**config.mk**
```make
export PLATFORM = sky130hd
export DESIGN_NAME = cps_bus_fsm_flat
export DESIGN_NICKNAME = d
export VERILOG_FILES = /design/src/common/cps_regs_pkg.sv /design/src/common/cfg_bus_if.sv /design/src/hw/cps_bus_fsm.sv /design/src/flat_wrapper.sv
export SDC_FILE = /design/constraint.sdc
export NUM_CORES = 1
export LEC_CHECK = 0
export ABC_AREA = 1
export BUFFER_PORTS_ARGS = -buffer_cell sky130_fd_sc_hd__buf_2
export CELL_PAD_IN_SITES_DETAIL_PLACEMENT = 1
export CELL_PAD_IN_SITES_GLOBAL_PLACEMENT = 1
export CORE_UTILIZATION = 22
export CTS_BUF_LIST = sky130_fd_sc_hd__clkbuf_4 sky130_fd_sc_hd__clkbuf_8 sky130_fd_sc_hd__clkbuf_16
export CTS_CLUSTER_DIAMETER = 40
export DETAILED_ROUTE_END_ITERATION = 8
export PLACE_DENSITY = 0.89
export SLEW_MARGIN = 15
export SYNTH_ARGS = -nofsm -noshare
export SYNTH_HDL_FRONTEND = slang
export SYNTH_SLANG_ARGS = --single-unit
```
**constraint.sdc**
```tcl
create_clock -name clk -period 1.7 [get_ports clk]
set_input_delay 0.255 -clock clk [delete_from_list [all_inputs] [get_ports clk]]
set_output_delay 0.255 -clock clk [all_outputs]
set_load 0.05 [all_outputs]
```
**src/common/cps_regs_pkg.sv**
```systemverilog
package cps_regs_pkg;

    typedef logic [11:0] wb_adr_t;
    typedef logic [15:0] bus_data_t;
    typedef logic [1:0]  byte_sel_t;
    typedef logic [2:0]  reg_addr_t;

    // Address bit 11 selects the palette region
    localparam int PAL_SEL_BIT = 11;

    localparam reg_addr_t REG_LAYER_CTRL  = 3'd0;
    localparam reg_addr_t REG_RASTER_LINE = 3'd1;

    localparam bus_data_t LAYER_CTRL_RESET  = 16'd0;
    // Beyond the last line, so no match after reset
    localparam bus_data_t RASTER_LINE_RESET = 16'd511;

    // Layer enables sit above the four priority fields
    localparam int LC_EN_LSB = 8;

endpackage

```
**src/common/cfg_bus_if.sv**
```systemverilog
interface cfg_bus_if;
    import cps_regs_pkg::*;

    wb_adr_t   cfg_addr;
    bus_data_t cfg_wdata;
    byte_sel_t cfg_sel;
    logic      reg_we;
    logic      pal_we;
    bus_data_t reg_rdata;

    modport ctrl (
        output cfg_addr,
        output cfg_wdata,
        output cfg_sel,
        output reg_we,
        output pal_we,
        input  reg_rdata
    );

    modport regs (
        input  reg_we,
        input  cfg_addr,
        input  cfg_wdata,
        input  cfg_sel,
        output reg_rdata
    );

    modport pal (
        input  pal_we,
        input  cfg_addr,
        input  cfg_wdata
    );

endinterface

```
**src/hw/cps_bus_fsm.sv**
```systemverilog
module cps_bus_fsm (
    input  logic                    clk,
    input  logic                    rst,
    input  logic                    wb_cyc,
    input  logic                    wb_stb,
    input  logic                    wb_we,
    input  cps_regs_pkg::wb_adr_t   wb_adr,
    input  cps_regs_pkg::byte_sel_t wb_sel,
    input  cps_regs_pkg::bus_data_t wb_dat_w,
    output cps_regs_pkg::bus_data_t wb_dat_r,
    output logic                    wb_ack,
    cfg_bus_if.ctrl                 cfg
);
    import cps_regs_pkg::*;

    typedef enum logic {
        IDLE,
        ACK
    } bus_state_t;

    bus_state_t state;
    logic       req;
    logic       pal_sel;

    // New request only counts while idle
    assign req     = wb_cyc && wb_stb && (state == IDLE);
    assign pal_sel = wb_adr[PAL_SEL_BIT];

    assign cfg.cfg_addr  = wb_adr;
    assign cfg.cfg_wdata = wb_dat_w;
    assign cfg.cfg_sel   = wb_sel;
    assign cfg.reg_we    = req && wb_we && !pal_sel;
    assign cfg.pal_we    = req && wb_we && pal_sel;

    always_ff @(posedge clk or posedge rst) begin
        if (rst) begin
            state <= IDLE;
        end else begin
            case (state)
                IDLE: if (req) state <= ACK;
                ACK:  state <= IDLE;
                default: state <= IDLE;
            endcase
        end
    end

    // Palette is write-only, reads there return zero
    always_ff @(posedge clk) begin
        if (req) wb_dat_r <= pal_sel ? '0 : cfg.reg_rdata;
    end

    assign wb_ack = (state == ACK);

    a_ack_single: assert property (@(posedge clk) disable iff (rst) wb_ack |=> !wb_ack);

endmodule

```
**src/flat_wrapper.sv**
```systemverilog
// flat-port wrapper written by rule: the top's interface ports become plain ports
module cps_bus_fsm_flat import cps_regs_pkg::*;
  (clk, rst, wb_cyc, wb_stb, wb_we, wb_adr, wb_sel, wb_dat_w, wb_dat_r, wb_ack, cfg_cfg_addr, cfg_cfg_wdata, cfg_cfg_sel, cfg_reg_we, cfg_pal_we, cfg_reg_rdata);
  cfg_bus_if cfg_i ();
  input  logic clk;
  input  logic rst;
  input  logic wb_cyc;
  input  logic wb_stb;
  input  logic wb_we;
  input  cps_regs_pkg::wb_adr_t wb_adr;
  input  cps_regs_pkg::byte_sel_t wb_sel;
  input  cps_regs_pkg::bus_data_t wb_dat_w;
  output cps_regs_pkg::bus_data_t wb_dat_r;
  output logic wb_ack;
  output wire logic [$bits(cfg_i.cfg_addr)-1:0] cfg_cfg_addr;
  output wire logic [$bits(cfg_i.cfg_wdata)-1:0] cfg_cfg_wdata;
  output wire logic [$bits(cfg_i.cfg_sel)-1:0] cfg_cfg_sel;
  output wire logic [$bits(cfg_i.reg_we)-1:0] cfg_reg_we;
  output wire logic [$bits(cfg_i.pal_we)-1:0] cfg_pal_we;
  input wire logic [$bits(cfg_i.reg_rdata)-1:0] cfg_reg_rdata;
  assign cfg_cfg_addr = cfg_i.cfg_addr;
  assign cfg_cfg_wdata = cfg_i.cfg_wdata;
  assign cfg_cfg_sel = cfg_i.cfg_sel;
  assign cfg_reg_we = cfg_i.reg_we;
  assign cfg_pal_we = cfg_i.pal_we;
  assign cfg_i.reg_rdata = cfg_reg_rdata;
  cps_bus_fsm u_core (.clk(clk), .rst(rst), .wb_cyc(wb_cyc), .wb_stb(wb_stb), .wb_we(wb_we), .wb_adr(wb_adr), .wb_sel(wb_sel), .wb_dat_w(wb_dat_w), .wb_dat_r(wb_dat_r), .wb_ack(wb_ack), .cfg(cfg_i));
endmodule
```
-- Word level (Yosys, flattened, before mapping)
Cells that the tools add are included.
- output and inout bits: 49
- input port bits: 51
- logic and storage cells: 11
- bits in registers: 17
- mux-type cells: 2
- bitwise logic cells: 1
- reductions and logical operators: 6
- operators with widths (kind ; count):
    logical AND 1 bit ; 5
    one-hot mux 1 bit (2 select lines) ; 1
    logical NOT 1 bit ; 1
    two-way mux 1 bit ; 1
    inverter 1 bit ; 1

-- Depth between registers and ports, before layout
- depth after elaboration: 4
- gate-level depth with buffers: 3
- depth with buffers taken out: 3

-- Least setup slack after synthesis
No wires, ideal clock.
- kind: register -> register
- start point: register u_core.state, in the netlist u_core.wb_ack
- end point: register u_core.wb_dat_r[0] (enable)
- library setup time: 0.390 ns
- slack: -0.060 ns
- stages on the path, launching flop included: 2
- path buffers: 0
- data required time: 1.310 ns
- arrival: 1.370 ns
- clock period less this slack: 1.760 ns
- cell sequence: dfrtp_1 nor2_1
- cells in the longest elaborated chain, start to end: 2
- RTL lines (element ; line ; text):
    from (decl) ; cps_bus_fsm.sv:21 ; bus_state_t state;
    from (signal assigned) ; cps_bus_fsm.sv:37 ; state <= IDLE;
    from (signal assigned) ; cps_bus_fsm.sv:40 ; IDLE: if (req) state <= ACK;
    from (signal assigned) ; cps_bus_fsm.sv:41 ; ACK: state <= IDLE;
    inverter 1 bit ; cps_bus_fsm.sv:26 ; assign req = wb_cyc && wb_stb && (state == IDLE);
    logical AND 1 bit ; cps_bus_fsm.sv:26 ;
    net u_core.req ; cps_bus_fsm.sv:22 ; logic req;
    to (signal assigned) ; cps_bus_fsm.sv:49 ; if (req) wb_dat_r <= pal_sel ? '0 : cfg.reg_rdata;
    to (decl) ; cps_bus_fsm.sv:10 ; output cps_regs_pkg::bus_data_t wb_dat_r,
The timed path passes the listed nets, and every way through them passes these cells.
A chain may end at the register's enable or synchronous reset.

-- Worst setup path after layout
- start point: register u_core.state, in the netlist u_core.wb_ack
- end point: output port cfg_pal_we
- cells in the longest elaborated chain, start to end: 4
- RTL lines (element ; line ; text):
    inverter 1 bit ; cps_bus_fsm.sv:26 ;
    logical AND 1 bit ; cps_bus_fsm.sv:26 ;
    logical AND 1 bit (2 in series) ; cps_bus_fsm.sv:33 ; assign cfg.pal_we = req && wb_we && pal_sel;
    to (decl) ; flat_wrapper.sv:19 ; output wire logic [$bits(cfg_i.pal_we)-1:0] cfg_pal_we;
No other way between the ends.

==> results.toml <==
[global_route]
antenna_found_initial = 0
grt-ovfl-total = 0
grt.total_usage = 0.0755
grt_pass1_vias = 528
grt_max_degree = 18
grt_pass1_wl_um = 2390

[yosys]
synthTopCellsByCount = "30 x buf_4, 19 x inv_1, 19 x nor2_1"
synth_top_cell_by_area = "edfxtp_1"
syn-cell-area_um2 = 910
synth_ff_type = "edfxtp_1"
synth_most_common_cell = "buf_4"
yosysUniqueCellTypes = 9
synth-edff-count = 16
syn_area_per_cell_um2 = 10.2
yosysSeqAreaShare = 0.556
ys_ff_latch = 17
synth_warnings = 0
synth_nets = 140
yosys-top-cells-area = "edfxtp_1 53%, buf_4 25%, inv_1 7.8%"
ys_async_sr_fraction = 0.0588
synthCells = 89
synth.top_cell.area_share = 0.528

[detailed_routing]
final_antenna_net_count = 0
vias = 548
drt_iter0_markers = 15
routed_wl_um = 1620
drc_errors = 0
routed-wl-met3_um = 191
post_drt_wl_per_cell_um = 10.5
met1_length_um = 624
top_layer_used = "met4"
vias_per_cell = 3.54
wl_met2_um = 798
first_pass_iters = 3

[sta]
max_freq_ghz = 0.715
tightest_slew_ps = 263
drv_slew = 0
rsz0062_at_grt = "no"
setup_slack_ps = 302
final_hold_viol_count = 0
setup_viol = 0
slew_headroom = 0.826
finClkSkew_ps = 2.91
fin_tns_setup_ps = 0
period_needed_ps = 1400
hold_ws_ps = 293
period_share = 0.822

[floorplan]
dieArea_um2 = 4400
fp.dieW_um = 66.3
num_rows = 23
fp.coreArea_um2 = 3970
io_pins = 100
die_h_um = 66.3
start_util = 0.229

[place]
gp_congestion = 0.559
post-place-cells = 150
port-buffer-count = 41
dp_hpwl_um = 1310
dpl_cell_area_um2 = 943
place_ws_ps = 562

[cts]
clock_latency_ps = 240
cts_resized = 0
cts_buffers = 3
clkTransAtPathRegs_ps = 60
htree_num_levels = 1
cts.sinks = 17
ctsRootBufferMaster = "clkbuf_8"
clk_path_buf_depth = 2
cts_tree = "done"
postCtsSetupBuffers = 0

[final_layout]
n_antenna_cell = 0
fin_cells = 155
n_fill_cell = 485
nets = 157
drive_gt1_frac = 0.457
syn_to_final_growth_pct = 10.2
utilization = 0.252
seq_area_um2 = 505
multi_input_comb_area_um2 = 83.8
design_area_um2 = 1000

[hold_path]
hold_depth = 3
min_to = "u_core.wb_dat_r[6]"
hold_class = "input pin to register"
hp-start = "cfg_reg_rdata[6]"

[pwr]
p_leak_nw = 0.514
vdd_ir_drop_max_v = 0.000187
p_total_uw = 939
power_density_nw_per_um2 = 937

[worst_setup_path]
startpoint_type = "register"
r2r_slack_ps = 630
timing.rr.end = "u_core.wb_dat_r[12]"
worstSetupPathType = "register to output pin"
end_kind = "output pin"
r2r_cells = 2
critPathArrivalTime_ps = 1140
critPathMaxFanout = 3
crit_required_ps = 1440
reg2reg_from = "u_core.wb_ack"

[run_status]
status = "finished, final reports clean"

[flow_run]
maxCapViolCount = 0
-- worst max path at each step --
stage                   from          to  slack (ps)  depth (start not counted)
2_1_floorplan  u_core.wb_ack  cfg_pal_we          30                          3
3_3_place_gp   u_core.wb_ack  cfg_pal_we         590                          4
3_5_place_dp   u_core.wb_ack  cfg_pal_we         560                          4
4_1_cts        u_core.wb_ack  cfg_pal_we         290                          4
5_1_grt        u_core.wb_ack  cfg_reg_we         220                          4
6_report       u_core.wb_ack  cfg_pal_we         300                          4
-- area by class of cell --
class | instances | share of cell area
Clock buffer | 4 | 0.0487
Tap cell | 50 | 0.0624
Multi-Input combinational cell | 21 | 0.0836
Timing Repair Buffer | 44 | 0.230
Sequential cell | 17 | 0.504
Inverter | 19 | 0.0712
-- power by group --
group	switching, mW	total [mW]	internal, mW
combinational	0.108	0.150	0.0425
sequential	0.00439	0.483	0.479
clock	0.123	0.305	0.182
total	0.236	0.939	0.703
-- per-layer routing --
layer / GRT usage / up-vias
met4: 0.0479 / 0
met1: 0.0731 / 247
met2: 0.129 / 32
met3: 0.0345 / 4
met5: 0 / -
li1: - / 265
-- cells by family after synthesis --
logic type,Yosys count,synth area share
buffers and inverters,51,0.355
and+or+nand+nor,21,0.0894
DFF,17,0.556
-- registers in the layout, summed over array words and instances (netlist names) --
register / flops
u_core.wb_dat_r: 16
u_core.wb_ack: 1
-- critical path, cell delays in order (launching register included) --
cell and delay [ps]:
dfrtp_1 400, inv_1 60, nand4_1 90, nor2_1 90, buf_2 260
-- cell usage in the layout, fill, tap and decap left out, drive strengths merged --
| master | n |
|---|---|
| nand2 | 1 |
| nand4 | 1 |
| dlygate4sd3 | 1 |
| edfxtp | 16 |
| buf | 43 |
| nor2 | 19 |
| dfrtp | 1 |
| inv | 19 |
| clkbuf | 4 |
-- what timing repair did --
action | 4_1_cts | 5_1_grt
hold buffers | 1 | 0
endpoints found under the setup margin | 0 | 0
endpoints found under the hold margin | 1 | 0
(Power assumes the default switching activity.)
