File: config.mk
export PLATFORM = sky130hd
export DESIGN_NAME = cps_layer_mix
export DESIGN_NICKNAME = d
export VERILOG_FILES = /design/src/common/cps_video_pkg.sv /design/src/common/cps_regs_pkg.sv /design/src/colmix/cps_layer_mix.sv
export SDC_FILE = /design/constraint.sdc
export NUM_CORES = 1
export LEC_CHECK = 0
export BUFFER_PORTS_ARGS = -buffer_cell sky130_fd_sc_hd__buf_2
export CORE_ASPECT_RATIO = 0.7
export CORE_MARGIN = 2
export CORE_UTILIZATION = 50
export DETAILED_ROUTE_END_ITERATION = 6
export GPL_TIMING_DRIVEN = 0
export PLACE_DENSITY = 0.82
export SLEW_MARGIN = 0
export SYNTH_ARGS = -nofsm -noshare
export SYNTH_HDL_FRONTEND = slang
export SYNTH_SLANG_ARGS = --single-unit
File: constraint.sdc
create_clock -name clk -period 1.6 [get_ports clk]
set_clock_uncertainty 0.05 [all_clocks]
set_input_delay 0.4 -clock clk [delete_from_list [all_inputs] [get_ports clk]]
set_output_delay 0.4 -clock clk [all_outputs]
set_load 0.1 [all_outputs]
File: src/common/cps_video_pkg.sv
package cps_video_pkg;

    // Screen geometry in pixels and lines
    localparam int H_TOTAL   = 512;
    localparam int H_VISIBLE = 384;
    localparam int HS_START  = 432;
    localparam int HS_END    = 463;

    localparam int V_TOTAL   = 262;
    localparam int V_VISIBLE = 224;
    localparam int VS_START  = 240;
    localparam int VS_END    = 242;

    // Mixer, palette read and brightness stages
    localparam int BLNK_DLY = 3;

    typedef logic [8:0]  hcnt_t;
    typedef logic [8:0]  vcnt_t;
    typedef logic [3:0]  nibble_t;
    typedef logic [7:0]  chan_t;

    // Palette number in the upper 5 bits, colour in the lower 4
    typedef logic [8:0]  layer_pxl_t;

    // 0 scroll 1, 1 scroll 2, 2 scroll 3, 3 objects
    typedef logic [1:0]  layer_id_t;

    typedef logic [10:0] pal_idx_t;

    // Brightness, red, green, blue from the top nibble down
    typedef logic [15:0] pal_entry_t;

    localparam nibble_t  COLOUR_TRANSP = 4'd15;
    localparam pal_idx_t BACKDROP_IDX  = '1;

endpackage

File: src/common/cps_regs_pkg.sv
package cps_regs_pkg;

    typedef logic [11:0] wb_adr_t;
    typedef logic [15:0] bus_data_t;
    typedef logic [1:0]  byte_sel_t;
    typedef logic [2:0]  reg_addr_t;

    // Address bit 11 selects the palette region
    localparam int PAL_SEL_BIT = 11;

    localparam reg_addr_t REG_LAYER_CTRL  = 3'd0;
    localparam reg_addr_t REG_RASTER_LINE = 3'd1;

    localparam bus_data_t LAYER_CTRL_RESET  = 16'd0;
    // Beyond the last line, so no match after reset
    localparam bus_data_t RASTER_LINE_RESET = 16'd511;

    // Layer enables sit above the four priority fields
    localparam int LC_EN_LSB = 8;

endpackage

File: src/colmix/cps_layer_mix.sv
module cps_layer_mix (
    input  logic                      clk,
    input  logic                      rst,
    input  cps_video_pkg::layer_pxl_t scr1_pxl,
    input  cps_video_pkg::layer_pxl_t scr2_pxl,
    input  cps_video_pkg::layer_pxl_t scr3_pxl,
    input  cps_video_pkg::layer_pxl_t obj_pxl,
    input  cps_regs_pkg::bus_data_t   layer_ctrl,
    output cps_video_pkg::pal_idx_t   pal_idx
);
    import cps_video_pkg::*;
    import cps_regs_pkg::*;

    layer_pxl_t pxl [4];
    pal_idx_t   mix_idx;

    // Indexed by layer id
    assign pxl[0] = scr1_pxl;
    assign pxl[1] = scr2_pxl;
    assign pxl[2] = scr3_pxl;
    assign pxl[3] = obj_pxl;

    // Walk from the lowest priority field up so the top field wins
    always_comb begin
        layer_id_t lid;
        mix_idx = BACKDROP_IDX;
        for (int k = 3; k >= 0; k--) begin
            lid = layer_id_t'(layer_ctrl[2*k +: 2]);
            if (layer_ctrl[LC_EN_LSB + int'(lid)] && pxl[lid][3:0] != COLOUR_TRANSP) begin
                mix_idx = {lid, pxl[lid]};
            end
        end
    end

    always_ff @(posedge clk or posedge rst) begin
        if (rst) begin
            pal_idx <= BACKDROP_IDX;
        end else begin
            pal_idx <= mix_idx;
        end
    end

endmodule

---- Word-level counts from Yosys, hierarchy flattened ----
Cells that the tools add are included.
word-level totals
  register bits ........................... 11
  word-level logic and storage cells ...... 53
cells by class
  $add $sub $neg .......................... 4
  magnitude comparators ................... 8
  equality and inequality tests ........... 4
  mux-type cells .......................... 28
  bitwise gates (word level) .............. 4
  reduce and logical (&&, ||, !) cells .... 4
operators by type and width
  operator                                                       count
  9-bit binary-select mux with 2-bit select                      4
  9-bit two-way mux                                              8
  11-bit two-way mux                                             4
  4-bit by 2-bit adder with 5-bit output (first input constant)  4
  5-bit less-than comparator (second input constant)             4
  1-bit binary-select mux with 4-bit select                      4
  4-bit inequality test (second input constant)                  4
  3-bit greater-or-equal comparator (second input constant)      4
  2-bit inverter with 3-bit output                               4
  1-bit two-way mux                                              8
  1-bit logical AND                                              4

---- Depth between registers and ports, before layout ----
Gate-level depths: netlist of run 1.
  depth after elaboration ................. 10
  gate-level depth with buffers ........... 7
  depth with buffers taken out ............ 5

---- Least setup slack after synthesis of run 1 ----
OpenSTA, ideal clock, no wires.
  path kind ............................... input port to flip-flop
  from .................................... in layer_ctrl[4]
  to ...................................... reg pal_idx[4]
  data arrival time ....................... 1778 ps
  data required time ...................... 1473 ps
  setup slack ............................. -305 ps
  stages .................................. 6
  buffers on the path ..................... 1
  cells stage by stage .................... buf_6 mux4_2 and4_4 o211ai_4 o221ai_1 a31oi_1
on the way
  longest elaborated chain between the ends .. 9
  elaborated cells between the ends (all ways) .. 26
ends and longest elaborated chain
  what                                                                                            line                 RTL
  start: declaration                                                                              cps_layer_mix.sv:8   input cps_regs_pkg::bus_data_t layer_ctrl,
  parallel branches: the longest is 8 deep, another holds 4-bit by 2-bit adder with 5-bit output  n/a
  11-bit two-way mux *                                                                            cps_layer_mix.sv:29  if (layer_ctrl[LC_EN_LSB + int'(lid)] && pxl[lid][3:0] != COLOUR_TRANSP) begin
  named net mix_idx[4]                                                                            cps_layer_mix.sv:15  pal_idx_t mix_idx;
  end signal: assignment                                                                          cps_layer_mix.sv:39  pal_idx <= mix_idx;
  end: declaration                                                                                cps_layer_mix.sv:9   output cps_video_pkg::pal_idx_t pal_idx
Mark *: on every way through the listed nets, which the timed path passes. The select of a mux whose other input is x is not followed.

---- Worst setup path in the final report of run 1 ----
  from .................................... in layer_ctrl[4]
  to ...................................... reg pal_idx[7]
Same word-level chain as after synthesis.

==> results of run 1 <==
final timing paths:
path / startpoint / endpoint / slack, ps / cells after the start
max: layer_ctrl[4] / pal_idx[7] / -340 / 8
min: rst / pal_idx[8] / 370 / 2
max in group asynchronous: rst / pal_idx[6] / 1100 / 2
min in group clk: layer_ctrl[1] / pal_idx[10] / 650 / 4
routing by layer:
layer,GRT usage [%],up-vias,wire length [um]
met5,0,-,0
met4,10.38,0,238
met3,5.814,34,781
met2,53.06,195,2947
met1,40.18,866,2092
li1,-,719,-
critical path: stages:
cell and delay [ps]:
buf_8 80, buf_12 110, mux4_2 510, and4_4 220, o211ai_4 250, buf_12 160
o221ai_2 100, a31oi_2 200
cells in the final DEF, fill, tap and decap left out, drive strengths merged, types with 2 or more instances in the layout:
master | synthesis | layout
a32oi | 5 | 5
mux4 | 40 | 40
o221ai | 10 | 10
nand4 | 3 | 3
a31oi | 6 | 6
o211ai | 2 | 2
inv | 6 | 6
dfstp | 11 | 11
nor2 | 7 | 7
buf | 9 | 96
o21ai | 2 | 2
nand2 | 12 | 12
clkbuf | 2 | 5
report_power, final:
group	total, mW	internal (mW)	leakage [nW]	switching [mW]
clock	0.269	0.174	0.0228	0.0948
combinational	1.40	0.532	0.882	0.863
sequential	0.388	0.373	0.116	0.0149
cells by family after synthesis:
kind of cell	count (synthesis)	synth area share (%)
buffers and inverters	17	5.303
AND/OR/NAND/NOR	25	7.456
flip-flops	11	17.76
multiplexers	40	56.03
AO/OA/AOI/OAI	26	13.45
final cells by class:
| type | instances | share of cell area, % |
|---|---|---|
| multi-input cells | 91 | 54.62 |
| repair buffers | 86 | 23.72 |
| well taps | 38 | 1.866 |
| flip-flops and latches | 11 | 11.35 |
| inverters | 6 | 0.9823 |
| clock buffers | 4 | 1.768 |
| plain buffers | 11 | 5.697 |
metrics by stage:
| stage | hold WS [ps] | instance area, sq um |
|---|---|---|
| after floorplan | 457.1 | 1645 |
| after global placement | 585.4 | 1993 |
| after detailed placement | 633.9 | 1993 |
| after CTS | 379.8 | 2386 |
| after global routing | 427.5 | 2547 |
| final | 369.3 | 2547 |
synthesized netlist by cell type:
cell / count / area, sq um
nor2_1: 7 / 26.28
buf_6: 1 / 11.26
o211ai_1: 1 / 7.510
buf_2: 6 / 30.03
inv_1: 5 / 18.77
dfstp_2: 11 / 289.0
inv_2: 1 / 3.750
nand4_1: 3 / 18.77
nand2b_4: 1 / 13.76
o21bai_1: 1 / 7.510
nand2_1: 12 / 45.04
a32oi_1: 5 / 43.79
o21ai_2: 1 / 8.760
a31oi_1: 6 / 37.54
clkbuf_1: 2 / 7.510
o211ai_4: 1 / 21.27
buf_4: 2 / 15.01
mux4_1: 3 / 78.83
o21ai_0: 1 / 5.000
and4_4: 1 / 11.26
mux4_2: 37 / 833.3
and2_1: 1 / 6.260
o221ai_1: 10 / 87.58
what timing repair did:
| action | 4_1_cts | 5_1_grt |
|---|---|---|
| setup endpoints to repair | 22 | 11 |
| hold buffers | 0 | 0 |
| cloned | 2 | 0 |
| setup buffers | 14 | 10 |
| endpoints found under the hold margin | 0 | 0 |
| pin swaps | 19 | 15 |
| gates resized for setup | 55 | 20 |
==> metrics.csv, run 1 <==
stage;metric;value;unit
finish;Core Util, Final;81.47;%
placed_design;GP Congestion;0.9476;
floorplan;die width;72.20;um
cts;Clock Sinks;11;
timing;Worst-Margin Slew;380.9;ps
cts;Root Buffer;clkbuf_8;
grt;number of global-route vias before repair;1725;
timing;Tmin final;1941;ps
critical_path;Critical Path Sink Type;flip-flop;
timing;period utilization;121.3;%
synth;register area share after synthesis;17.76;%
placed_design;pre-CTS setup slack;-736.1;ps
grt;GR Overflow Total;0;
finish;area of the multi-input gates;1391;sq um
finish;Layout Nets;264;
placed_design;I/O Buffers;60;
grt;Total Routing Usage GR;30.97;%
placed_design;placed cells;217;
cts;number of H-tree levels;1;
finish;n_diodes;0;
drt;Initial DRC Count;205;
drt;Routed wire per std cell;24.53;um
drt;First-pass DRT Iterations;5;
cts;number of buffers created by CTS;3;
pwr;Max IR drop VDD;0.5354;mV
timing;# setup viols final;11;
synth;Post-Synthesis Cell Area;1628;sq um
finish;largest registers;pal_idx: 11 flops;
synth;Post-Syn Instances;119;
timing;final hold vios;0;
pwr;Pleak;1.021;nW
grt;largest net degree at the start of global routing;12;
pwr;Pwr Density;805.4;nW/um^2
flow_run;max_cap viols;0;
synth;Synth Register Bits;11;
finish;fillcell total;150;
drt;via density per instance;7.344;
finish;P&R area growth vs syn;56.49;%
critical_path;CP Data Arrival Time;2030;ps
timing;worst rel slew slack;74.58;%
critical_path;Required @ worst endpoint;1690;ps
drt;antenna viol nets, final;0;
floorplan;Die H;51.74;um
floorplan;Rows;17;
synth;syn nets;173;
status;status;finished, violations left;
timing;Achievable Freq;515.3;MHz
timing;Worst Slack Setup Final;-340.6;ps
synth;Netlist cell types;23;
finish;sequential cell area;289.0;sq um
critical_path;critical-path maximum fanout;5;
cts;Reg clk slew, reported paths;50;ps
placed_design;HPWL after detailed placement;3.678;mm
floorplan;I/O pins;65;
timing;RSZ-0062 raised after global routing;yes;
drt;Vias;1814;
timing;setup TNS;-3150;ps
floorplan;DIE AREA;3735;sq um
critical_path;CP Launch Type;input pin;
cts;TritonCTS clock tree;yes;
pwr;total power;2.052;mW
floorplan;initial core utilization;52.06;%
drt;Routed WL;6.059;mm
synth;Synth Warn #;0;
grt;initial antenna violation count;0;
hold_path;Hold WC Path Type;input pin to asynchronous set/reset pin;
status;failing checks;negative setup slack;
cts;Max clock buf depth;2;
floorplan;core area;3127;sq um
drt;drt drc;0;
synth;syn_area_per_cell;13.68;sq um
finish;share of layout cells above drive strength 1;83.73;%
critical_path;CP Class;input pin to flip-flop;
finish;non-filler cells, final;247;
grt;first-pass GRT wire length;8.466;mm
finish;max FFs per register;11;
finish;Top reg by flops;pal_idx;
timing;Final Max Slew Viols;0;
No activity file was read; power rests on OpenSTA's default activity.
==> run 2, diff against run 1 <==
Settings changed: CTS_BUF_LIST from default to sky130_fd_sc_hd__clkbuf_2, GPL_ROUTABILITY_DRIVEN from default to 0, SLEW_MARGIN 0 to 20.
==> run 2 against run 1 <==
The flow still finishes with violations (negative setup slack). Worst setup slack got worse by 39 ps. Count of clock-buffer cells in the layout unchanged. Sequential share of layout area is 0.94 points higher. Fmax down 1.9%. Global-route usage down 1.4 points. Core utilization fell by 6.2 points. First-iteration DRC count up 40%. Combinational power fell by 9%. Non-clock buffer count down 7. Total power shrank 11%. Wire length decreased by 9.5%. Critical endpoint is now pal_idx[9].
==> metrics.csv, run 2 (synthesized netlist as in run 1, its figures left out) <==
stage;metric;value;unit;change
timing;Final Max Slew Viols;0;;unchanged
timing;Worst-Margin Slew;370.2;ps;-10.67 ps
grt;GR Overflow Total;0;;unchanged
drt;DRT met1 WL;2.040;mm;-2.5%
cts;Clock Sinks;11;;unchanged
grt;number of global-route vias before repair;1633;;-5.3%
cts;Root Buffer;clkbuf_2;;
status;failing checks;negative setup slack;;
drt;Initial DRC Count;288;;+40%
cts;Max clock buf depth;2;;unchanged
finish;share of layout cells above drive strength 1;80.20;%;-3.5 points
floorplan;DIE AREA;3735;sq um;unchanged
floorplan;Rows;17;;unchanged
drt;drt drc;0;;unchanged
drt;Routed WL;5.481;mm;-9.5%
cts;Reg clk slew, reported paths;100;ps;+50 ps
floorplan;I/O pins;65;;unchanged
finish;Core Util, Final;75.23;%;-6.2 points
grt;initial antenna violation count;0;;unchanged
hold_path;Hold WC Path Type;input pin to asynchronous set/reset pin;;
timing;worst rel slew slack;75.29;%;+0.71 points
flow_run;max_cap viols;0;;unchanged
finish;most frequent cells in the layout;buf_2, mux4_2, buf_4;;
pwr;switching pwr;0.9133;mW;-6.1%
critical_path;CP Class;input pin to flip-flop;;
critical_path;critical-path maximum fanout;7;;+2
pwr;Max IR drop VDD;0.4916;mV;-8.2%
cts;TritonCTS clock tree;yes;;
floorplan;Die H;51.74;um;unchanged
finish;Layout Nets;257;;-2.7%
drt;Vias;1745;;-3.8%
pwr;Net Sw Frac;50.29;%;+2.9 points
critical_path;CP Data Arrival Time;2100;ps;+70 ps
drt;met2 WL post-DR;2.655;mm;-9.9%
timing;RSZ-0062 raised after global routing;yes;;
floorplan;die width;72.20;um;unchanged
finish;Top reg by flops;pal_idx;;
status;status;finished, violations left;;
drt;antenna viol nets, final;0;;unchanged
finish;n_diodes;0;;unchanged
critical_path;CP Launch Type;input pin;;
critical_path;Critical Path Sink Type;flip-flop;;
timing;Achievable Freq;505.3;MHz;-1.9%
pwr;total power;1.816;mW;-11%
cts;number of buffers created by CTS;3;;unchanged
floorplan;core area;3127;sq um;unchanged
drt;First-pass DRT Iterations;5;;unchanged
placed_design;HPWL after detailed placement;3.498;mm;-4.9%
pwr;Pleak;0.9459;nW;-7.3%
timing;# setup viols final;11;;unchanged
drt;max layer used;met4;;
grt;largest net degree at the start of global routing;12;;unchanged
placed_design;I/O Buffers;60;;unchanged
critical_path;Required @ worst endpoint;1720;ps;+30 ps
floorplan;initial core utilization;52.06;%;unchanged
timing;period utilization;123.7;%;+2.4 points
cts;number of H-tree levels;1;;unchanged
timing;final hold vios;0;;unchanged
pwr;Clk pwr share;8.2;%;-4.9 points
finish;largest registers;pal_idx: 11 flops;;
pwr;Pwr Density;772.0;nW/um^2;-4.1%
timing;Worst Slack Setup Final;-379.1;ps;-38.54 ps
timing;Tmin final;1979;ps;+38.54 ps
drt;Routed wire per std cell;22.84;um;-6.9%
drt;metal3 WL;643;um;-18%
pwr;sequential share of power;21.2;%;+2.3 points
pwr;Logic pwr share;70.6;%;+2.6 points
finish;max FFs per register;11;;unchanged
grt;first-pass GRT wire length;8.204;mm;-3.1%
finish;most common cell after layout, fill and taps aside;buf_2;;
drt;via density per instance;7.271;;-1.0%
pwr;internal power;0.9026;mW;-16%
finish;P&R area growth vs syn;44.50;%;
grt;Total Routing Usage GR;29.57;%;-1.4 points
[run 2: worst paths after layout]
check	to	startpoint
min in group clk	pal_idx[9]	layer_ctrl[2]
worst min-delay path	pal_idx[10]	rst
max in group asynchronous	pal_idx[3]	rst
worst max-delay path	pal_idx[9]	layer_ctrl[4]
[run 2: layout make-up]
type                       count  area, sq um
fill                         192        774.5
inverter                       6        25.02
multi-input combinational     91         1344
buffer                        11        122.6
tap                           38        47.55
sequential                    11        289.0
timing repair buffer          79        504.2
clock buffer                   4        20.02
[run 2: through the flow]
stage | instances | setup WS (ps) | TNS [ps] | hold WS, ps | instance area (sq um)
after floorplan | 119 | -248.7 | -2549 | 457.1 | 1645
after global placement | 217 | -659.5 | -6841 | 585.2 | 1993
after detailed placement | 217 | -778.0 | -7732 | 635.7 | 1993
after CTS | 236 | -303.3 | -2543 | 359.4 | 2281
after global routing | 240 | -390.5 | -3518 | 391.3 | 2352
final | 240 | -379.1 | -3457 | 340.2 | 2352
[run 2: power groups by stage]
stage          combinational [mW]  sequential, mW  clock (mW)
2_1_floorplan               0.399           0.825           0
3_3_place_gp                 1.03           0.384           0
3_5_place_dp                 1.06           0.388           0
4_1_cts                      1.20           0.387       0.154
5_1_grt                      1.33           0.392       0.169
6_report                     1.28           0.385       0.149
[run 2: layer usage]
layer | track usage (%) | up-vias
met3 | 3.101 | 25
met2 | 47.25 | 162
met4 | 8.491 | 0
li1 | - | 707
met1 | 43.39 | 851
met5 | 0 | -
[run 2: timing repair]
item / in CTS / in global routing
endpoints found under the setup margin: 22 / 11
hold buffers: 0 / 0
resized for setup: 44 / 9
cloned: 1 / 0
pin swaps: 20 / 10
setup buffers: 15 / 4
[run 2: critical path, stage by stage]
cell and delay [ps]:
buf_8 80, buf_12 110, mux4_2 520, and4_4 230
o211ai_4 290, buf_4 180, o221ai_1 100, a31oi_1 180
