[src/common/cps_video_pkg.sv]
package cps_video_pkg;

    // Screen geometry in pixels and lines
    localparam int H_TOTAL   = 512;
    localparam int H_VISIBLE = 384;
    localparam int HS_START  = 432;
    localparam int HS_END    = 463;

    localparam int V_TOTAL   = 262;
    localparam int V_VISIBLE = 224;
    localparam int VS_START  = 240;
    localparam int VS_END    = 242;

    // Mixer, palette read and brightness stages
    localparam int BLNK_DLY = 3;

    typedef logic [8:0]  hcnt_t;
    typedef logic [8:0]  vcnt_t;
    typedef logic [3:0]  nibble_t;
    typedef logic [7:0]  chan_t;

    // Palette number in the upper 5 bits, colour in the lower 4
    typedef logic [8:0]  layer_pxl_t;

    // 0 scroll 1, 1 scroll 2, 2 scroll 3, 3 objects
    typedef logic [1:0]  layer_id_t;

    typedef logic [10:0] pal_idx_t;

    // Brightness, red, green, blue from the top nibble down
    typedef logic [15:0] pal_entry_t;

    localparam nibble_t  COLOUR_TRANSP = 4'd15;
    localparam pal_idx_t BACKDROP_IDX  = '1;

endpackage

[src/hw/cps_timing.sv]
module cps_timing (
    input  logic                 clk,
    input  logic                 rst,
    output cps_video_pkg::hcnt_t hdump,
    output cps_video_pkg::vcnt_t vdump,
    output logic                 hs,
    output logic                 vs,
    output logic                 hb,
    output logic                 vb
);
    import cps_video_pkg::*;

    hcnt_t h_nxt;
    vcnt_t v_nxt;
    logic  line_end;

    assign line_end = (hdump == hcnt_t'(H_TOTAL - 1));

    always_comb begin
        h_nxt = line_end ? '0 : hdump + 1'b1;
        v_nxt = vdump;
        if (line_end) begin
            v_nxt = (vdump == vcnt_t'(V_TOTAL - 1)) ? '0 : vdump + 1'b1;
        end
    end

    // Levels come from the next count so they line up with the counters
    always_ff @(posedge clk or posedge rst) begin
        if (rst) begin
            hdump <= '0;
            vdump <= '0;
            hs    <= 1'b0;
            vs    <= 1'b0;
            hb    <= 1'b0;
            vb    <= 1'b0;
        end else begin
            hdump <= h_nxt;
            vdump <= v_nxt;
            hb    <= (h_nxt >= H_VISIBLE);
            vb    <= (v_nxt >= V_VISIBLE);
            hs    <= (h_nxt >= HS_START) && (h_nxt <= HS_END);
            vs    <= (v_nxt >= VS_START) && (v_nxt <= VS_END);
        end
    end

    a_cnt_range: assert property (
        @(posedge clk) disable iff (rst) (hdump < H_TOTAL) && (vdump < V_TOTAL)
    );

endmodule

[config.mk]
export PLATFORM = sky130hd
export DESIGN_NAME = cps_timing
export DESIGN_NICKNAME = d
export VERILOG_FILES = /design/src/common/cps_video_pkg.sv /design/src/hw/cps_timing.sv
export SDC_FILE = /design/constraint.sdc
export NUM_CORES = 1
export LEC_CHECK = 0
export BUFFER_PORTS_ARGS = -buffer_cell sky130_fd_sc_hd__buf_2
export CORE_UTILIZATION = 57
export CTS_CLUSTER_SIZE = 20
export DETAILED_ROUTE_END_ITERATION = 6
export PLACE_DENSITY = 0.82
export SLEW_MARGIN = 40
export SYNTH_ARGS = -nofsm -noshare
export SYNTH_HDL_FRONTEND = slang
export SYNTH_SLANG_ARGS = --single-unit
[constraint.sdc]
create_clock -name clk -period 4.4 [get_ports clk]
set_input_delay 0.66 -clock clk [delete_from_list [all_inputs] [get_ports clk]]
set_output_delay 0.66 -clock clk [all_outputs]
set_load 0.02 [all_outputs]
### Word-level counts from Yosys, hierarchy flattened

Cells that the tools add are included.

* $add $sub $neg: 2
* $lt $le $gt $ge: 6
* equality and inequality tests: 2
* muxes and demuxes: 3
* reductions and logical operators: 2

Operators by type and width (number)
* 2-to-1 mux 9 bit: 3
* adder 9 x 1 -> 9 bit (second input constant): 2
* equality test 9 bit (second input constant): 2
* >= comparator 9 x 8 -> 1 bit (second input constant): 2
* >= comparator 9 bit (second input constant): 2
* <= comparator 9 x 8 -> 1 bit (second input constant): 1
* <= comparator 9 bit (second input constant): 1
* logical AND 1 bit: 2

* register bits after elaboration: 22
* input bits: 2
* output and inout port bits: 22
* word-level logic and storage cells: 21

### Logic depth before layout (Yosys ltp)

Gate-level depths: netlist (run 1).

* depth in word-level cells: 5
* gate-level depth with buffers: 10
* mapped depth without buffers: 8

### Least setup slack after synthesis (run 1)

OpenSTA, ideal clock, no wires.

* path kind: register to register
* start: reg hdump[0]
* end: reg vs
* library setup time: 96 ps
* arrival time: 2183 ps
* data required time: 4304 ps
* setup slack: 2121 ps
* cell stages (with the launch flop): 11
* buffers on the path: 2
* clock period less this slack: 2279 ps
* path through: dfrtp_1 -> ha_1 -> buf_2 -> nand3_1 -> nor2_1 -> ha_1 -> buf_2 -> nand4_1 -> nor3_1 -> xor2_1 -> nor4_2

* word-level cells in the longest chain between the ends: 4
* elaborated cells on any way between the ends: 5
* classes of those cells: order compare (2); eq/ne (1); mux (1); reduce/logical (1)

RTL lines
* start: declaration: RTL line cps_timing.sv:4 `output cps_video_pkg::hcnt_t hdump,`
* start signal: assignment: RTL line cps_timing.sv:37 `hdump <= h_nxt;`
* equality test 9 bit (*): RTL line cps_timing.sv:17 `assign line_end = (hdump == hcnt_t'(H_TOTAL - 1));`
* 2-to-1 mux 9 bit (*): RTL line cps_timing.sv:22 `if (line_end) begin`
* >= comparator 9 x 8 -> 1 bit or <= comparator 9 x 8 -> 1 bit (tied branches): RTL line cps_timing.sv:42 `vs <= (v_nxt >= VS_START) && (v_nxt <= VS_END);`
* logical AND 1 bit (*): RTL line cps_timing.sv:42
* end signal: assignment: RTL line cps_timing.sv:42
* end: declaration: RTL line cps_timing.sv:7 `output logic vs,`

Every way passes the cells marked *; elsewhere a longest branch is shown, timed or not.

### Final worst setup path (run 1)

Same ends and word-level chain as after synthesis.

==> results of run 1 <==
[cells by family (layout without fill, tap and decap cells)]
kind of cell | after synthesis | count (layout) | share of synthesized area (%)
DFF | 22 | 22 | 46.32
muxes | 3 | 3 | 2.947
AOI/OAI and AO/OA | 20 | 20 | 12.00
buffers and inverters | 8 | 32 | 2.737
and+or+nand+nor | 47 | 47 | 22.63
adders and majority gates | 5 | 5 | 5.263
xor gates and xnor gates | 11 | 11 | 8.105
[sequential cells by signal, indices dropped and copies added, names as in the netlist]
| signal | cells |
|---|---|
| hdump | 9 |
| hb | 1 |
| vs | 1 |
| hs | 1 |
| vb | 1 |
| vdump | 9 |
[worst paths after layout]
kind	from	to	slack (ns)	depth (start not counted)
worst max register to register	hdump[0]	vs	1.80	8
worst max-delay path	hdump[0]	vs	1.80	8
min in group clk	hdump[0]	hdump[0]	0.51	1
worst min register to register	hdump[0]	hdump[0]	0.51	1
max in group asynchronous	rst	vdump[7]	3.78	2
worst min-delay path	rst	hdump[4]	0.33	2
[power breakdown]
group | internal (W) | switching [W]
clock network | 0.0000505 | 0.0000589
logic | 0.000000414 | 0.00000364
registers | 0.000202 | 0
[critical path, cell delays in order, from the launching register on]
cell,delay [ns]
dfrtp_1,0.42
ha_1,0.30
nand3_1,0.10
nor2_1,0.16
ha_1,0.50
nand4_1,0.27
nor3_1,0.39
xor2_1,0.13
nor4_2,0.24
[cell usage after synthesis, drive strengths merged (2+ instances only)]
cell	count	share of area [%]
dfrtp	22	46
nor2	13	4.7
o21ai	7	3.3
xnor2	7	5.2
ha	5	5.3
inv	5	1.6
nand2	5	1.6
nand4	5	2.6
nand3	4	1.7
nor2b	4	2.1
xor2	4	2.9
a21oi	3	1.3
and3	3	1.7
and2	2	1.2
buf	2	0.84
mux2i	2	1.7
nand4b	2	1.5
nor3	2	0.84
o2111ai	2	1.5
o31a	2	1.6
or3	2	1.1
[layer usage]
layer | up-vias | GRT usage (%) | wire, um
li1 | 463 | - | -
met1 | 447 | 34.06 | 1102
met2 | 42 | 33.70 | 1097
met3 | 0 | 4.528 | 105
met4 | 0 | 10.56 | 0
met5 | - | 0 | 0
[stage by stage]
stage | cells | hold WS (ns) | area (um^2) | worst slack [ns]
after floorplan | 116 | 0.5775 | 1189 | 2.121
after CTS | 167 | 0.4849 | 1360 | 1.809
after global routing | 167 | 0.3541 | 1360 | 1.508
after global placement | 163 | 0.4682 | 1324 | 1.957
after detailed placement | 163 | 0.4822 | 1324 | 1.833
final | 167 | 0.3323 | 1360 | 1.801
[layout make-up]
type,instances,share of cell area (%)
Multi-Input combinational cell,86,44.53
Sequential cell,22,40.48
Timing Repair Buffer,23,8.464
Clock buffer,4,2.668
Tap cell,27,2.484
Inverter,5,1.380
[layout by cell type, fill, tap and decap left out, types with 4 or more instances in the layout]
cell / Yosys / final
buf_2: 2 / 23
dfrtp_1: 22 / 22
nor2b_1: 4 / 4
nor2_1: 12 / 12
nand2_1: 5 / 5
ha_1: 5 / 5
xor2_1: 4 / 4
o21ai_0: 5 / 5
nand4_1: 5 / 5
nand3_1: 4 / 4
xnor2_1: 7 / 7
inv_1: 5 / 4
==> reports/metrics.csv, run 1 <==
stage;metric;value;unit
floorplan;# IOs;24;
yosys;Post-synth EDFFs;0;
timing;Final Cycle Share;59.07;%
timing;Worst Tran Pin Value;0.5077;ns
setup_path;Worst Path Required;4.62;ns
routing;Iteration-0 DRC Markers;16;
setup_path;CP startpoint kind;flip-flop;
power_and_ir_drop;Lkg Pwr;0.6725;nW
timing;fmax;384.8;MHz
cts;CTS tree;built;
setup_path;crit-path max FO;18;
floorplan;die height;47.67;um
timing;endpoints failing hold;0;
routing;wire per inst;13.80;um
cts;Worst-Skew Late Latency;0.30;ns
finish;final core occ;69.32;%
routing;Via density;5.701;
setup_path;Critical Path End Type;flip-flop;
floorplan;die width;47.67;um
grt;largest net degree at the start of global routing;23;
timing;RSZ-0062 raised after global routing;no;
yosys;YS warnings;0;
routing;Detailed Routing Iterations Pass 1;4;
grt;grt ovf;0;
finish;multi-input logic area;605.6;um^2
yosys;post-synthesis cell area;1189;um^2
power_and_ir_drop;worst vdd ir;0.1425;mV
power_and_ir_drop;Tot Pwr;0.0003156;W
cts;post-CTS setup buffer count;0;
power_and_ir_drop;PD cells;232.0;nW/um^2
job;maxcap violations;0;
place;port bufs;23;
yosys;Post-synth ARST share;100.0;%
floorplan;Initial Utilization;60.59;%
routing;DRC;0;
routing;final wirelength;2.305;mm
setup_path;worst endpoint data arrival time;2.82;ns
outcome;status;finished clean;
cts;buffer depth of the longest clock path;2;
yosys;sequential fraction of the synthesis area;46.32;%
finish;share of cells above drive strength 1;27.14;%
grt;Total Routing Usage GR;23.34;%
grt;number of global-route vias before repair;810;
yosys;FF+latch count, synth;22;
cts;clk slew on worst S/H paths;0.11;ns
cts;TritonCTS buffer count;3;
timing;Slew HR;66.15;%
floorplan;area of the die;2272;um^2
timing;Tmin final;2.599;ns
finish;ANT cells;0;
finish;fillers;168;
finish;Post-layout nets;148;
timing;Setup TNS;0;ns
place;Placer Congestion;0.9268;
yosys;Syn Area/Cell;10.25;um^2
timing;final setup fails;0;
worst_hold_path;worst min-delay path class;in -> async;
place;Post-DP HPWL;1.700;mm
yosys;Syn Inst Count;116;
floorplan;core region area;1962;um^2
yosys;Post-Syn Nets;123;
cts;post_cts resized;0;
finish;Area Growth Syn to Fin;14.42;%
cts;Root Buffer Master;clkbuf_4;
setup_path;Crit Path Category;reg -> reg;
grt;initial antenna violation count;0;
cts;Post-CTS Hold Fix Bufs;0;
cts;htree depth;1;
cts;clock sinks;22;
finish;Reg area;550.5;um^2
routing;post-detailed-route count of antenna-violating nets;0;
timing;Worst Skew;0.0009081;ns
grt;first-pass GRT wire length;3.574;mm
routing;routed via count;952;
yosys;Yosys cell types;40;
timing;max-slew violation count;0;
yosys;ys flop type;dfrtp_1;
floorplan;# rows;16;
Power figures use the tool's default switching activity.
==> run 2: changes to the inputs <==
CORE_UTILIZATION = 48   (was 57)
PLACE_DENSITY = 0.74   (was 0.82)
clock period = 2.3 ns   (was 4.4 ns; I/O delays follow)
==> run 2 against run 1 <==
  * Count of clock-buffer cells in the layout is the same
  * Sequential share of layout area shrank 1.3 points
  * Sequential power grew 92%
  * Total power grew 92%
==> reports/metrics.csv, run 2 (same netlist as run 1, synthesis figures left out) <==
stage;metric;value;unit
outcome;status;finished clean;
power_and_ir_drop;Comb power frac;1.4;%
worst_hold_path;worst min-delay path class;in -> async;
floorplan;core region area;2276;um^2
cts;buffer depth of the longest clock path;2;
grt;number of global-route vias before repair;875;
grt;first-pass GRT wire length;4.126;mm
cts;Root Buffer Master;clkbuf_4;
finish;fillers;199;
timing;RSZ-0062 raised after global routing;no;
setup_path;CP startpoint kind;flip-flop;
timing;Slew HR;68.01;%
routing;final wirelength;2.513;mm
power_and_ir_drop;Tot Pwr;0.0006056;W
power_and_ir_drop;Internal Power;0.0004839;W
grt;largest net degree at the start of global routing;23;
power_and_ir_drop;Flop pwr share;63.9;%
timing;Final Cycle Share;88.26;%
finish;ANT cells;0;
power_and_ir_drop;switching pwr;0.0001216;W
setup_path;Critical Path End Type;flip-flop;
cts;clock sinks;22;
routing;Iteration-0 DRC Markers;13;
routing;Detailed Routing Iterations Pass 1;4;
job;maxcap violations;0;
routing;Via density;5.682;
timing;endpoints failing hold;0;
routing;DRC;0;
timing;Worst Skew;0.001709;ns
finish;Area Growth Syn to Fin;18.11;%
setup_path;crit-path max FO;5;
finish;most common cell after layout, fill and taps aside;buf_2;
power_and_ir_drop;worst vdd ir;0.3134;mV
power_and_ir_drop;Lkg Pwr;0.6985;nW
place;Placed Area;1363;um^2
routing;wire per inst;14.53;um
place;port bufs;23;
floorplan;Initial Utilization;52.23;%
timing;Tmin final;2.030;ns
power_and_ir_drop;Switching Share;20.09;%
finish;share of cells above drive strength 1;30.34;%
floorplan;die width;51.76;um
timing;Worst Tran Pin Value;0.4791;ns
floorplan;# rows;17;
cts;post-CTS setup buffer count;0;
setup_path;dominant delay contributor by cell family on the critical path;adder cells;
power_and_ir_drop;PD cells;431.4;nW/um^2
setup_path;R2R setup slack;0.27;ns
routing;routed via count;983;
power_and_ir_drop;Clk pwr share;34.7;%
timing;final setup fails;0;
cts;TritonCTS buffer count;3;
setup_path;Crit Path Category;reg -> reg;
setup_path;CP bufs+invs;0;
grt;grt ovf;0;
finish;biggest regs;hdump x9, vdump x9;
finish;commonest non-fill, non-tap cells in the layout;buf_2, dfrtp_1, nor2_1;
setup_path;worst-path cell chain;ha_1, nand3_1, nor2_1, ha_1, nor2_1, mux2_4, mux2i_1, a2111oi_2;
floorplan;# IOs;24;
timing;max-slew violation count;0;
cts;Post-CTS Hold Fix Bufs;0;
timing;fmax;492.6;MHz
place;Placer Congestion;0.8565;
cts;Worst-Skew Late Latency;0.30;ns
timing;Hold Slack;0.04365;ns
timing;Setup TNS;0;ns
cts;CTS tree;built;
finish;final instance area;1404;um^2
grt;initial antenna violation count;0;
floorplan;area of the die;2679;um^2
setup_path;Worst Path Required;2.50;ns
cts;htree depth;1;
routing;post-detailed-route count of antenna-violating nets;0;
cts;clk slew on worst S/H paths;0.12;ns
setup_path;Crit-path slowest cell;dfrtp_1;
grt;Total Routing Usage GR;21.00;%
floorplan;die height;51.76;um
place;Post-DP HPWL;1.833;mm
setup_path;worst endpoint data arrival time;2.23;ns
setup_path;delay of the slowest cell on the worst path;0.41;ns
finish;Post-layout nets;153;
==> run 2: worst paths after layout <==
path | start | to | depth (start not counted)
min in group clk | hdump[0] | hdump[0] | 1
worst max register to register | hdump[0] | hs | 8
worst min register to register | hdump[0] | hdump[0] | 1
max in group asynchronous | rst | hdump[0] | 2
worst min-delay path | rst | vdump[4] | 2
worst max-delay path | hdump[0] | hs | 8
==> run 2: per-layer routing <==
metal / part of all wire [%] / GRT usage, % / vias to the layer above
met5: 0 / 0 / -
met4: 0.68 / 7.658 / 0
met3: 3.3 / 2.924 / 2
met2: 44 / 31.60 / 25
met1: 52 / 30.54 / 479
li1: - / - / 477
==> run 2: per-stage QoR <==
step           utilization, %  cells  worst slack [ns]
3_3_place_gp            59.87    169            0.3124
4_1_cts                 61.46    173            0.1674
3_5_place_dp            59.87    169            0.2027
6_report                61.68    173            0.2700
2_1_floorplan               -    116           0.02124
5_1_grt                 61.68    173           0.01947
==> run 2: layout make-up <==
class / instances / area (um^2) / area share [%]
clock buffers: 4 / 36.28 / 2.585
multi-input cells: 86 / 610.6 / 43.49
flip-flops and latches: 22 / 550.5 / 39.22
repair buffers: 28 / 152.6 / 10.87
inverters: 5 / 18.77 / 1.337
well taps: 28 / 35.03 / 2.496
==> run 2: worst reg2reg max path, delay by kind of cell (launching register included) <==
family	cells	cell delay [ns]
flip-flops	1	0.41
adder cells (fa/ha/maj)	2	0.44
AND/OR/NAND/NOR	3	0.30
multiplexers	2	0.43
AO/OA/AOI/OAI	1	0.35
==> run 2: repair_timing <==
item                                    in CTS  in global routing
hold endpoints to repair                     0                  0
endpoints found under the setup margin       0                  1
gates resized for setup                      0                  1
==> run 2: power groups by stage <==
stage	Clock, W	Combinational (W)	Sequential (W)
finish	0.000210	0.00000861	0.000387
global placement	0	0.00000853	0.000394
floorplan	0	0.00000577	0.000394
global route	0.000233	0.0000105	0.000387
CTS	0.000220	0.00000890	0.000387
detailed placement	0	0.00000883	0.000394
==> run 3: changes to the inputs <==
CAP_MARGIN = 10   (was not set)
CORE_UTILIZATION = 25   (was 48)
GPL_TIMING_DRIVEN = 0   (was not set)
PLACE_DENSITY = not set   (was 0.74)
==> run 3 against run 2 <==
  * The run now ends with design-rule violations left
  * Core utilization fell by 27 points
  * Hold slack better by 0.044 ns
  * Via count grew 3.1%
  * First-iteration DRC count grew to 5.2 times the previous value
  * Design area increased by 11%
  * Register-to-register slack worse by 0.11 ns
  * Setup slack got worse by 0.11 ns
  * Fmax is 5.1% lower
  * Critical path type unchanged
  * Critical endpoint is now vb
  * Largest cell class unchanged
  * Largest power group unchanged
==> reports/metrics.csv, run 3 (same netlist as run 1, synthesis figures left out) <==
stage;metric;value;unit
outcome;status;complete, but fails checks;
outcome;failing checks;design-rule violations;
cts;CTS tree;built;
setup_path;Crit-path slowest cell;dfrtp_1;
power_and_ir_drop;worst vdd ir;0.2243;mV
cts;htree depth;1;
timing;Tmin final;2.139;ns
setup_path;crit-path max FO;7;
routing;wire per inst;13.00;um
setup_path;Critical Path End Type;flip-flop;
floorplan;# IOs;24;
timing;fmax;467.5;MHz
grt;Most Used Layer, Global Route;met2;
setup_path;worst-path cell chain;ha_2, buf_6, nand3_1, nor2_2, ha_2, buf_6, nand4_1, nor3_2, buf_4, xnor2_1, o21ai_1;
grt;number of global-route vias before repair;928;
grt;largest net degree at the start of global routing;23;
cts;buffer depth of the longest clock path;2;
routing;Detailed Routing Iterations Pass 1;7;
grt;first-pass GRT wire length;4.443;mm
finish;fillers;450;
cts;Root Buffer Master;clkbuf_8;
power_and_ir_drop;Lkg Pwr;0.7520;nW
grt;M1 GR Usage;15.66;%
place;pre-CTS WS;-0.1119;ns
cts;clock sinks;22;
finish;multi-input logic area;626.9;um^2
place;Post-DP HPWL;1.782;mm
place;port bufs;23;
setup_path;Worst Path Required;2.45;ns
finish;biggest regs;hdump x9, vdump x9;
finish;Reg area;550.5;um^2
grt;Total Routing Usage GR;10.99;%
grt;grt ovf;0;
finish;commonest non-fill, non-tap cells in the layout;buf_2, dfrtp_1, buf_4;
cts;clk slew on worst S/H paths;0.08;ns
timing;Worst Skew;0.004507;ns
timing;Slew HR;68.54;%
routing;Via density;4.870;
floorplan;core region area;4474;um^2
grt;initial antenna violation count;0;
floorplan;# rows;24;
timing;Worst Tran Pin Value;0.4712;ns
finish;share of cells above drive strength 1;37.82;%
cts;TritonCTS buffer count;3;
place;Placer Congestion;0.7379;
floorplan;Initial Utilization;26.57;%
setup_path;delay of the slowest cell on the worst path;0.40;ns
grt;M3 GR Usage;3.561;%
finish;most common cell after layout, fill and taps aside;buf_2;
routing;DRC;3;
timing;Setup TNS;0;ns
timing;max-slew violation count;0;
floorplan;die height;70.96;um
finish;ANT cells;0;
finish;Post-layout nets;164;
routing;final wirelength;2.705;mm
timing;endpoints failing hold;0;
routing;Iteration-0 DRC Markers;68;
worst_hold_path;worst min-delay path class;in -> async;
power_and_ir_drop;PD cells;434.2;nW/um^2
cts;Worst-Skew Late Latency;0.26;ns
grt;met2 Resource Use GR;16.24;%
finish;Area Growth Syn to Fin;30.84;%
setup_path;Crit Path Category;reg -> reg;
routing;routed via count;1013;
job;maxcap violations;0;
timing;Final Cycle Share;93.00;%
timing;setup ws final;0.1610;ns
timing;final setup fails;0;
floorplan;area of the die;5035;um^2
routing;post-detailed-route count of antenna-violating nets;0;
setup_path;worst endpoint data arrival time;2.29;ns
setup_path;CP startpoint kind;flip-flop;
floorplan;die width;70.96;um
==> run 3: changes by cell type in the layout (fill, tap and decap cells not counted) <==
cell       previous run  this run
nor2_2                0         1
o2111ai_2             0         1
buf_4                 5        13
ha_1                  5         2
clkbuf_1              0         1
clkbuf_4              3         0
buf_6                 0         2
nor2_1               12        11
o2111ai_1             2         1
clkbuf_8              1         4
ha_2                  0         3
==> run 3: worst max-delay path: cells and delay by family, from the launching register on <==
family                   cells  cell delay, ns
AND/OR/NAND/NOR              4            0.65
flip-flops                   1            0.40
adder cells (fa/ha/maj)      2            0.38
buffers and inverters        3            0.38
XOR/XNOR                     1            0.13
AO/OA/AOI/OAI                1            0.08
==> run 3: worst paths after layout <==
check                      startpoint  depth (start not counted)  slack, ns        to
min in group clk             vdump[4]                          1       0.57  vdump[4]
hold / removal                    rst                          2       0.09        hs
max in group asynchronous         rst                          2       1.89  vdump[7]
setup / recovery             hdump[1]                         11       0.16        vb
setup reg to reg             hdump[1]                         11       0.16        vb
hold reg to reg              vdump[4]                          1       0.57  vdump[4]
==> run 3: final cells by class <==
class	instances	share of cell area (%)
plain buffers	3	1.689
clock buffers	4	3.540
inverters	5	1.207
multi-input cells	86	40.31
flip-flops and latches	22	35.40
well taps	52	4.183
repair buffers	36	13.68
==> run 3: what timing repair did <==
action / CTS / global route
gates resized for setup: 1 / 11
pin swaps: 1 / 9
gates cloned: 0 / 0
hold buffers: 0 / 0
setup buffers: 0 / 13
endpoints found under the setup margin: 3 / 8
==> run 3: routing by layer <==
metal,wire length (um),vias up,share of wire (%)
li1,-,492,-
met2,1170,38,43
met5,0,-,0
met3,197,2,7.3
met4,10,0,0.37
met1,1327,481,49
==> run 3: through the flow <==
| stage | utilization (%) | cell area, um^2 | total power, W | cells | hold slack [ns] |
|---|---|---|---|---|---|
| after floorplan | - | 1189 | 0.0003999 | 116 | 0.3342 |
| after global placement | 30.59 | 1369 | 0.0004032 | 191 | 0.4807 |
| after detailed placement | 30.59 | 1369 | 0.0004034 | 191 | 0.3928 |
| after CTS | 31.94 | 1429 | 0.0006824 | 195 | 0.1049 |
| after global routing | 34.76 | 1555 | 0.0007017 | 208 | 0.1233 |
| final | 34.76 | 1555 | 0.0006753 | 208 | 0.08780 |
==> run 3: where the power goes <==
| group | leakage, nW | internal [W] | switching (W) |
|---|---|---|---|
| Sequential | 0.293 | 0.000386 | 0 |
| Clock | 0.0288 | 0.000153 | 0.000128 |
| Combinational | 0.430 | 0.000000789 | 0.00000769 |
| Total | 0.752 | 0.000540 | 0.000136 |
